--- config.mk ---
export PLATFORM = sky130hd
export DESIGN_NAME = note_lab_top
export DESIGN_NICKNAME = d
export VERILOG_FILES = /design/src/source/note_pkg.sv /design/src/source/note_arpeggiator.sv /design/src/source/note_lab_top.sv /design/src/source/note_recognizer.sv /design/src/source/note_synthesizer.sv /design/src/source/strobe_gen.sv
export SDC_FILE = /design/constraint.sdc
export NUM_CORES = 1
export LEC_CHECK = 0
export ABC_AREA = 1
export BUFFER_PORTS_ARGS = -buffer_cell sky130_fd_sc_hd__buf_2
export CAP_MARGIN = 15
export CELL_PAD_IN_SITES_DETAIL_PLACEMENT = 0
export CELL_PAD_IN_SITES_GLOBAL_PLACEMENT = 2
export CORE_ASPECT_RATIO = 1.1
export CORE_UTILIZATION = 38
export CTS_BUF_LIST = sky130_fd_sc_hd__clkbuf_2 sky130_fd_sc_hd__clkbuf_4 sky130_fd_sc_hd__clkbuf_8
export DETAILED_ROUTE_END_ITERATION = 10
export PLACE_DENSITY_LB_ADDON = 0.1
export SLEW_MARGIN = 20
export SYNTH_ARGS = -nofsm -noshare
export SYNTH_HDL_FRONTEND = slang
export SYNTH_SLANG_ARGS = --single-unit
export TNS_END_PERCENT = 10
--- constraint.sdc ---
create_clock -name clk -period 6.72 [get_ports clk]
set_input_delay 1.008 -clock clk [delete_from_list [all_inputs] [get_ports clk]]
set_output_delay 1.008 -clock clk [all_outputs]
set_load 0.005 [all_outputs]
--- src/source/note_pkg.sv ---
package note_pkg;

    //------------------------------------------------------------------------
    // Widths and types

    typedef logic        [ 3:0] note_t;    // 0 = C .. 11 = B
    typedef logic        [ 7:0] seg_t;     // a b c d e f g h
    typedef logic signed [23:0] sample_t;  // Microphone sample
    typedef logic signed [15:0] sound_t;   // Sound output sample
    typedef logic        [11:0] period_t;  // Count in clock cycles

    typedef enum logic [1:0]
    {
        STEP_ROOT,
        STEP_THIRD,
        STEP_FIFTH
    } step_t;

    //------------------------------------------------------------------------
    // Note timing

    localparam int NOTE_COUNT       = 12;
    localparam int PERIOD_TOLERANCE = 4;   // Cycles around a full period
    localparam int MATCH_COUNT      = 2;   // Matching periods before update

    // Equal-tempered half-periods, C first
    localparam period_t NOTE_HALF_PERIOD [NOTE_COUNT] = '{
        12'd240, 12'd227, 12'd214, 12'd202, 12'd190, 12'd180,
        12'd170, 12'd160, 12'd151, 12'd143, 12'd135, 12'd127
    };

    typedef logic [$clog2(MATCH_COUNT + 1) - 1:0] run_t;

    localparam int     STROBE_PERIOD   = 4000;  // Short for simulation
    localparam int     STROBE_W        = $clog2(STROBE_PERIOD);
    localparam sound_t SOUND_AMPLITUDE = 16'sh2000;

    //------------------------------------------------------------------------
    // Segment encoding, h marks a sharp

    function automatic seg_t note_to_seg(input note_t note);
        case (note)
            4'd0    : return 8'b10011100;  // C
            4'd1    : return 8'b10011101;  // C#
            4'd2    : return 8'b01111010;  // D
            4'd3    : return 8'b01111011;  // D#
            4'd4    : return 8'b10011110;  // E
            4'd5    : return 8'b10001110;  // F
            4'd6    : return 8'b10001111;  // F#
            4'd7    : return 8'b10111100;  // G
            4'd8    : return 8'b10111101;  // G#
            4'd9    : return 8'b11101110;  // A
            4'd10   : return 8'b11101111;  // A#
            4'd11   : return 8'b00111110;  // B
            default : return 8'b00000000;  // Blank
        endcase
    endfunction

    function automatic note_t seg_to_note(input seg_t seg);
        case (seg)
            8'b10011100 : return 4'd0;
            8'b10011101 : return 4'd1;
            8'b01111010 : return 4'd2;
            8'b01111011 : return 4'd3;
            8'b10011110 : return 4'd4;
            8'b10001110 : return 4'd5;
            8'b10001111 : return 4'd6;
            8'b10111100 : return 4'd7;
            8'b10111101 : return 4'd8;
            8'b11101110 : return 4'd9;
            8'b11101111 : return 4'd10;
            8'b00111110 : return 4'd11;
            default     : return 4'd0;  // Unknown or blank reads as C
        endcase
    endfunction

endpackage

--- src/source/note_arpeggiator.sv ---
`timescale 1ns/1ps

module note_arpeggiator
(
    input  logic           clk,
    input  logic           rst,
    input  logic           enable,
    input  note_pkg::seg_t rec_abcdefgh,
    output note_pkg::note_t play_note
);

    import note_pkg::*;

    //------------------------------------------------------------------------
    // Segment decode

    note_t mic_note;

    always_ff @(posedge clk or posedge rst)
    begin
        if (rst)
            mic_note <= '0;
        else
            mic_note <= seg_to_note(rec_abcdefgh);  // Blank gives C
    end

    //------------------------------------------------------------------------
    // Chord step sequencer

    step_t step;

    always_ff @(posedge clk or posedge rst)
    begin
        if (rst)
        begin
            step <= STEP_ROOT;
        end
        else if (enable)
        begin
            case (step)
                STEP_ROOT  : step <= STEP_THIRD;
                STEP_THIRD : step <= STEP_FIFTH;
                default    : step <= STEP_ROOT;
            endcase
        end
    end

    //------------------------------------------------------------------------
    // Major third up, modulo 12

    note_t next_third;

    assign next_third = (play_note < note_t'(8)) ? play_note + note_t'(4)
                                                 : play_note - note_t'(8);

    always_ff @(posedge clk or posedge rst)
    begin
        if (rst)
        begin
            play_note <= '0;
        end
        else if (enable)
        begin
            if (step == STEP_ROOT)
                play_note <= mic_note;  // Take the heard note
            else
                play_note <= next_third;
        end
    end

endmodule

--- src/source/note_lab_top.sv ---
`timescale 1ns/1ps

module note_lab_top
(
    input  logic              clk,
    input  logic              rst,
    input  note_pkg::sample_t mic,
    output note_pkg::seg_t    abcdefgh,
    output logic [7:0]        digit,
    output note_pkg::sound_t  sound
);

    import note_pkg::*;

    //------------------------------------------------------------------------

    seg_t  rec_abcdefgh;
    logic  enable;
    note_t play_note;

    //------------------------------------------------------------------------

    note_recognizer note_recognizer_inst
    (
        .clk          ( clk          ),
        .rst          ( rst          ),
        .mic          ( mic          ),
        .rec_abcdefgh ( rec_abcdefgh )
    );

    strobe_gen strobe_gen_inst
    (
        .clk    ( clk    ),
        .rst    ( rst    ),
        .enable ( enable )
    );

    note_arpeggiator note_arpeggiator_inst
    (
        .clk          ( clk          ),
        .rst          ( rst          ),
        .enable       ( enable       ),
        .rec_abcdefgh ( rec_abcdefgh ),
        .play_note    ( play_note    )
    );

    note_synthesizer note_synthesizer_inst
    (
        .clk       ( clk       ),
        .rst       ( rst       ),
        .play_note ( play_note ),
        .abcdefgh  ( abcdefgh  ),
        .digit     ( digit     ),
        .sound     ( sound     )
    );

endmodule

--- src/source/note_recognizer.sv ---
`timescale 1ns/1ps

module note_recognizer
(
    input  logic              clk,
    input  logic              rst,
    input  note_pkg::sample_t mic,
    output note_pkg::seg_t    rec_abcdefgh
);

    import note_pkg::*;

    //------------------------------------------------------------------------
    // Rising zero crossing

    logic mic_neg;
    logic mic_neg_q;
    logic rise;

    assign mic_neg = mic[$bits(sample_t) - 1];
    assign rise    = mic_neg_q && !mic_neg;  // Negative to non-negative

    always_ff @(posedge clk or posedge rst)
    begin
        if (rst)
            mic_neg_q <= 1'b0;
        else
            mic_neg_q <= mic_neg;
    end

    //------------------------------------------------------------------------
    // Period measurement

    period_t period_cnt;
    logic    period_max;

    assign period_max = &period_cnt;

    // Holds the full period on the crossing cycle
    always_ff @(posedge clk or posedge rst)
    begin
        if (rst)
            period_cnt <= '0;
        else if (rise)
            period_cnt <= period_t'(1);
        else if (!period_max)
            period_cnt <= period_cnt + 1'b1;  // Saturates
    end

    //------------------------------------------------------------------------
    // Window compare against every note

    logic [NOTE_COUNT - 1:0] hit;
    logic                    any_hit;
    note_t                   win_note;

    always_comb
    begin
        hit = '0;
        for (int k = 0; k < NOTE_COUNT; k++)
            if (int'(period_cnt) >= 2 * int'(NOTE_HALF_PERIOD[k]) - PERIOD_TOLERANCE &&
                int'(period_cnt) <= 2 * int'(NOTE_HALF_PERIOD[k]) + PERIOD_TOLERANCE)
                hit[k] = 1'b1;
    end

    // Windows do not overlap, lowest index wins anyway
    always_comb
    begin
        win_note = '0;
        for (int k = NOTE_COUNT - 1; k >= 0; k--)
            if (hit[k])
                win_note = note_t'(k);
    end

    assign any_hit = |hit;

    //------------------------------------------------------------------------
    // Match run and display

    run_t  run_cnt;
    run_t  run_next;
    note_t run_note;

    always_comb
    begin
        if (run_cnt != '0 && win_note == run_note)
            run_next = (run_cnt == run_t'(MATCH_COUNT)) ? run_cnt : run_cnt + 1'b1;
        else
            run_next = run_t'(1);  // New run starts
    end

    always_ff @(posedge clk or posedge rst)
    begin
        if (rst)
        begin
            run_cnt      <= '0;
            rec_abcdefgh <= '0;
        end
        else if (period_max)
        begin
            run_cnt      <= '0;
            rec_abcdefgh <= '0;  // No tone, blank
        end
        else if (rise)
        begin
            if (any_hit)
            begin
                run_cnt <= run_next;
                if (run_next == run_t'(MATCH_COUNT))
                    rec_abcdefgh <= note_to_seg(win_note);
            end
            else
            begin
                run_cnt <= '0;  // Display held
            end
        end
    end

    always_ff @(posedge clk or posedge rst)
    begin
        if (rst)
            run_note <= '0;
        else if (rise && any_hit)
            run_note <= win_note;
    end

endmodule

--- src/source/note_synthesizer.sv ---
`timescale 1ns/1ps

module note_synthesizer
(
    input  logic             clk,
    input  logic             rst,
    input  note_pkg::note_t  play_note,
    output note_pkg::seg_t   abcdefgh,
    output logic [7:0]       digit,
    output note_pkg::sound_t sound
);

    import note_pkg::*;

    //------------------------------------------------------------------------
    // Display

    always_ff @(posedge clk or posedge rst)
    begin
        if (rst)
        begin
            abcdefgh <= note_to_seg('0);  // Shows C
            digit    <= '0;
        end
        else
        begin
            abcdefgh <= note_to_seg(play_note);
            digit    <= 8'b00000001;  // Rightmost digit only
        end
    end

    //------------------------------------------------------------------------
    // Square wave

    note_t   note_q;
    period_t half_cnt;
    logic    positive;

    always_ff @(posedge clk or posedge rst)
    begin
        if (rst)
        begin
            note_q   <= '0;
            half_cnt <= NOTE_HALF_PERIOD[0] - 1'b1;
            positive <= 1'b1;
        end
        else if (play_note != note_q)
        begin
            // New note restarts the half-period
            note_q   <= play_note;
            half_cnt <= NOTE_HALF_PERIOD[play_note] - 1'b1;
        end
        else if (half_cnt == '0)
        begin
            half_cnt <= NOTE_HALF_PERIOD[note_q] - 1'b1;
            positive <= !positive;  // Flip polarity
        end
        else
        begin
            half_cnt <= half_cnt - 1'b1;
        end
    end

    assign sound = positive ? SOUND_AMPLITUDE : sound_t'(-SOUND_AMPLITUDE);

endmodule

--- src/source/strobe_gen.sv ---
`timescale 1ns/1ps

module strobe_gen
(
    input  logic clk,
    input  logic rst,
    output logic enable
);

    import note_pkg::*;

    logic [STROBE_W - 1:0] cnt;

    // Down-counter, one pulse per wrap
    always_ff @(posedge clk or posedge rst)
    begin
        if (rst)
        begin
            cnt    <= STROBE_W'(STROBE_PERIOD - 1);
            enable <= 1'b0;
        end
        else
        begin
            enable <= (cnt == '0);
            if (cnt == '0)
                cnt <= STROBE_W'(STROBE_PERIOD - 1);  // Reload
            else
                cnt <= cnt - 1'b1;
        end
    end

endmodule

# Yosys cells after proc, flatten, opt, wreduce, memory -nomap -nowiden

Memory sizes are Yosys's and may differ from the RTL's. A register that Yosys moved wholly into a read port is not among the register bits.
Cells that the tools add are included.
W data, S select, Z words.

Bits in registers: 68
ROM bits: 640
Word-level logic and storage cells: 148
Memories: 4

Memory list:

| memory           | depth | width | rd ports | clocked after Yosys merged registers in | wr ports | line                   | source |
|---|---|---|---|---|---|---|---|
| (name not given) | 16    | 12    | 1        | 0                                       | 0        | note_synthesizer.sv:55 | `half_cnt <= NOTE_HALF_PERIOD[note_q] - 1'b1;` |
| (name not given) | 16    | 12    | 1        | 0                                       | 0        | note_synthesizer.sv:51 | `half_cnt <= NOTE_HALF_PERIOD[play_note] - 1'b1;` |
| (name not given) | 16    | 8     | 1        | 0                                       | 0        | note_pkg.sv:42         | `case (note)` |
| (name not given) | 16    | 8     | 1        | 1                                       | 0        | note_pkg.sv:42         |  |

$add $sub $neg: 8
Order comparisons: 27
Equality and inequality tests: 17
Multiplexer cells: 47
Bitwise gates (word level): 3
Reductions and logical operators: 28

Operator list:

| cell                    | number |
|---|---|
| $le A12 B9 Y1 const B   | 12 |
| $ge A12 B9 Y1 const B   | 11 |
| $mux W12                | 9 |
| $eq A8 B8 Y1 const B    | 8 |
| $mux W4                 | 14 |
| $sub A12 B1 Y12 const B | 4 |
| $pmux W4 S11            | 1 |
| $mux W8                 | 4 |
| $logic_not A12 Y1       | 2 |
| $eq A8 B7 Y1 const B    | 2 |
| $mux W16                | 1 |
| $logic_and A1 B1 Y1     | 15 |
| $add A12 B1 Y12 const B | 1 |
| $ge A12 B8 Y1 const B   | 1 |
| $mux W1                 | 12 |
| $reduce_and A12 Y1      | 1 |
| $reduce_or A12 Y1       | 1 |
| $ge A5 B5 Y1 const B    | 2 |
| $mux W2                 | 5 |
| $not A4 Y5              | 2 |
| $eq A8 B6 Y1 const B    | 1 |
| $reduce_bool A2 Y1      | 4 |
| $add A4 B3 Y4 const B   | 1 |
| $eq A2 B2 Y1 const B    | 2 |
| 13 further kinds        | 14 |

# Logic depth before layout (Yosys ltp)

Word-level depth: 23
Depth in mapped cells: 19

# Hierarchy

Synthesis repeated with hierarchy kept, for this count alone.

Cells, all modules: 847
Area, all modules: 5796.8 sq um

By module, submodules not included:

| module           | times used | cells an instance | area an instance (sq um) | seq. area each (sq um) |
|---|---|---|---|---|
| note_recognizer  | 1          | 355               | 2280.9                   | 675.6 |
| note_synthesizer | 1          | 289               | 2112.0                   | 665.6 |
| strobe_gen       | 1          | 100               | 742.0                    | 337.8 |
| note_arpeggiator | 1          | 103               | 661.9                    | 250.2 |

# Least setup slack after synthesis

OpenSTA, ideal clock, no wires.

Path kind: register to register
Start point: register note_synthesizer_inst.note_q[3]
End point: register note_synthesizer_inst.half_cnt[8]
Setup time: 123 ps
Arrival: 1974 ps
Setup slack: 4623 ps
Cell stages (with the launch flop): 14
Path buffers: 1
Period minus slack after synthesis: 2097 ps
Cells stage by stage: dfrtp_1 -> buf_2 -> xor2_1 -> nor2_1 -> nand2_2 -> clkinv_1 -> nand2_1 -> nor2_1 -> a21oi_1 -> nand2_1 -> ha_1 -> nand4_1 -> nor2_1 -> xnor2_1

Cells in the longest elaborated chain, start to end: 7

Ends and longest elaborated chain:

| element                                     | line                   | source |
|---|---|---|
| start: declaration                          | note_synthesizer.sv:35 | `note_t note_q;` |
| start signal: assignment                    | note_synthesizer.sv:50 | `note_q <= play_note;` |
| $not A4 Y5 (not written as such)            | note_synthesizer.sv:55 |  |
| $mem_v2 Z16 W12                             | n/a                    |  |
| $mux W12 (not written as such) (2 in a row) | note_synthesizer.sv:55 |  |
| $sub A12 B1 Y12                             | note_synthesizer.sv:55 |  |
| $mux W12                                    | note_synthesizer.sv:53 | `else if (half_cnt == '0)` |
| $mux W12 (*)                                | note_synthesizer.sv:47 | `else if (play_note != note_q)` |
| end signal: assignment                      | note_synthesizer.sv:51 |  |
| end signal: assignment                      | note_synthesizer.sv:55 |  |
| end signal: assignment                      | note_synthesizer.sv:60 | `half_cnt <= half_cnt - 1'b1;` |
| end: declaration                            | note_synthesizer.sv:36 | `period_t half_cnt;` |

Mark *: on every way between the ends. The rest lies on a longest branch, timed or not. The select of a mux whose other input is x is not followed.
A chain may end at the register's enable or synchronous reset.

# Worst setup path after layout

Start point: register note_arpeggiator_inst.play_note[3]
End point: register note_synthesizer_inst.half_cnt[10]

Cells in the longest elaborated chain, start to end: 6

Ends and longest elaborated chain:

| element                                     | line                   | source |
|---|---|---|
| start: declaration                          | note_arpeggiator.sv:9  | `output note_pkg::note_t play_note` |
| start signal: assignment                    | note_arpeggiator.sv:65 | `play_note <= mic_note;` |
| start signal: assignment                    | note_arpeggiator.sv:67 | `play_note <= next_third;` |
| $not A4 Y5 (not written as such)            | note_synthesizer.sv:51 |  |
| $mem_v2 Z16 W12                             | n/a                    |  |
| $mux W12 (not written as such) (2 in a row) | note_synthesizer.sv:51 |  |
| $sub A12 B1 Y12                             | note_synthesizer.sv:51 |  |
| $mux W12 (*)                                | note_synthesizer.sv:47 |  |
| end signal: assignment                      | note_synthesizer.sv:44 | `half_cnt <= NOTE_HALF_PERIOD[0] - 1'b1;` |
| end signal: assignment                      | note_synthesizer.sv:51 |  |
| end signal: assignment                      | note_synthesizer.sv:55 |  |

Marks and branches as above.

==> impl_results.md <==
* Row cnt at 44
* Routed vias at 4,344
* Worst Tran Pin Value at 0.699 ns
* Largest net degree at the start of global routing at 77
* Total Routed Length at 12,000 um
* Dpl ws at 3.99 ns
* Vias in the first global route at 4,205
* Worst R2R Setup Slack at 4.03 ns
* # IOs at 58
* Synthesized area per cell at 7.52 um2
* Critical Path Start: note_arpeggiator_inst.play_note[3]
* Post-route DRC at 0
* Final period util at 0.401
* CTS tree: built
* Top FF cell, synth: dfrtp_1
* Met3 WL post-DR at 348 um
* Total Routing Usage GR at 0.182
* Sequential area share after synthesis at 0.367
* CP endpoint kind: register
* Vias per std cell at 4.83
* CTS buffer count at 9
* Async SR Flop Fraction at 1.00
* Startpoint types: register
* Crit path required time at 6.95 ns
* Met1 wire length at 5640 um
* Final Core Density at 0.417
* Initial Util at 0.393
* Synth Register Bits at 76
* Number of clock sinks at 76
* Hold slack at 0.477 ns
* Total congestion overflow at 0
* Drt pass-1 iters at 4
* P&R area growth vs syn at 6.06%
* Number of synthesized flops with an enable pin at 0
* Hold wc startpoint: strobe_gen_inst.cnt[0]
* NumNets Final at 757
* Antenna viol nets, final at 0
* Crit path max fanout at 17
* Peak VDD IR at 0.0882 mV
* Share of post-route cells with drive strength above 1 at 0.172
* Initial antenna violation count at 0
* Max clock buf depth at 2
* Worst Skew at 0.00890 ns
* Fmax at 371 MHz
* Register clock-pin slew on the reported worst setup and hold paths at 0.08 ns
* Synthesized area at 5260 um2
* Post-CTS Setup Bufs at 0
* H-tree depth at 3
* Iteration-0 DRC Markers at 276
* # fillers at 1,411
* Pleak at 0.00270 uW
* Final setup margin at 4.03 ns
* GPL Wtd Cong at 0.851
* Power density over the cells at 176 nW/um2
* Gate Count Post-Synth at 700
* Synth warn at 0
* Hold Path Class: reg -> reg
* Worst skew pair latency at 0.36 ns
* Cell variety after synth at 46
* Post-CTS resize count at 0
* Max cap viols at 0
* Worst EP arrival at 2.93 ns
* Post-CTS Hold Fix Bufs at 0
* RSZ-0062 raised after global routing: no
* Post-layout minimum cycle time at 2.69 ns
* First-pass GRT wire length at 20,700 um
* Hpwl dp at 9090 um
* Die height at 125 um
* TNS Setup at 0 ns
* CTS root buf: clkbuf_8
* # diodes at 0
* Setup CP Type: reg -> reg
* WL/cell at 13.3 um
* Core area at 13,400 um2
* Status: completed
* Final Hold Fails at 0
* Port Buffers at 13
* RR Startpoint: note_arpeggiator_inst.play_note[3]
* Max layer used: met4
* Die ar. at 14,300 um2
* Commonest non-fill, non-tap cell in the layout: nand2_1
* Max-slew violation count at 0
* # setup viols final at 0
* Commonest non-fill, non-tap cells in the layout: 147 x nand2_1, 76 x nor2_1, 75 x inv_1
* Met2 WL at 5870 um
* Relative slew slack at 0.534
* Chip width at 114 um
## sequential cells by signal, indices dropped and copies added (netlist names)
name / count
note_recognizer_inst.run_cnt: 2
note_recognizer_inst.period_cnt: 12
note_synthesizer_inst.digit: 1
note_recognizer_inst.run_note: 4
note_arpeggiator_inst.step: 2
strobe_gen_inst.enable: 1
note_synthesizer_inst.note_q: 4
note_arpeggiator_inst.play_note: 4
note_recognizer_inst.rec_abcdefgh: 8
strobe_gen_inst.cnt: 12
note_recognizer_inst.mic_neg_q: 1
note_synthesizer_inst.abcdefgh: 8
note_synthesizer_inst.positive: 1
note_synthesizer_inst.half_cnt: 12
note_arpeggiator_inst.mic_note: 4
## worst max-delay path, stage by stage (launching register included)
cell and delay [ns]:
dfrtp_1 0.67, xor2_1 0.19, nor2_1 0.07, nand2_2 0.17, clkinv_1 0.28, nand2_1 0.23
nor2_1 0.06, a21oi_1 0.12, nand2_1 0.12, ha_1 0.27, nand4_1 0.18, nor2_1 0.08
xnor2_1 0.13
## worst paths after layout
kind                                                         to  cells after the start
max reg2reg                  note_synthesizer_inst.half_cnt[10]                     12
min                                      strobe_gen_inst.cnt[0]                      1
min reg2reg                              strobe_gen_inst.cnt[0]                      1
max                          note_synthesizer_inst.half_cnt[10]                     12
min in group asynchronous  note_recognizer_inst.rec_abcdefgh[6]                      3
max in group asynchronous        note_synthesizer_inst.digit[0]                      3
## per-layer routing
| metal | GRT usage | vias up |
|---|---|---|
| li1 | - | 2249 |
| met1 | 0.239 | 2022 |
| met2 | 0.306 | 64 |
| met3 | 0.0305 | 9 |
| met4 | 0.0550 | 0 |
| met5 | 0 | - |
## cells in the mapped netlist (3+ instances only)
cell / instances / area share
nor2_2: 12 / 0.014
buf_4: 23 / 0.033
nor2_1: 76 / 0.054
clkbuf_1: 5 / 0.0036
a31oi_1: 5 / 0.0059
nand2_1: 147 / 0.10
xor2_1: 10 / 0.017
ha_1: 20 / 0.048
dfstp_2: 22 / 0.11
a221oi_1: 4 / 0.0067
xnor2_1: 4 / 0.0067
inv_1: 76 / 0.054
nand2_4: 5 / 0.011
nor2_4: 7 / 0.015
buf_2: 4 / 0.0038
dfrtp_1: 54 / 0.26
a21oi_1: 26 / 0.025
nand2_2: 16 / 0.019
o21ai_0: 35 / 0.033
nand3_2: 6 / 0.011
o211ai_1: 5 / 0.0071
inv_2: 12 / 0.0086
nor4_1: 3 / 0.0036
nor3_1: 18 / 0.017
nand3b_1: 3 / 0.0043
nand3_1: 65 / 0.062
nand4_1: 8 / 0.0095
## metrics by stage
stage,instances,area (um2),total power [uW]
global route,900,5580,1050
global placement,884,5410,678
CTS,900,5580,1000
floorplan,720,5340,644
detailed placement,884,5410,677
finish,900,5580,984
## report_power, final
group          switching [uW]  leakage (uW)  internal [uW]
Sequential               37.4      0.000941            482
Clock                     175     0.0000898            138
Combinational             112       0.00167           40.3
## final cells by class
type	instances	area, um2	area share
Clock inverter	6	40.0	0.00717
Sequential cell	76	1930	0.346
Tap cell	184	230	0.0412
Timing Repair Buffer	14	76.3	0.0137
Multi-Input combinational cell	519	2830	0.507
Clock buffer	10	131	0.0235
Inverter	91	347	0.0621
## kinds of logic after synthesis
family | share of synthesized area
flip-flops | 0.367
other | 0.00143
buffers and inverters | 0.110
AND/OR/NAND/NOR | 0.346
XOR/XNOR | 0.0233
adder cells (fa/ha/maj) | 0.0476
AO/OA/AOI/OAI | 0.105
No activity file was read; power rests on OpenSTA's default activity.
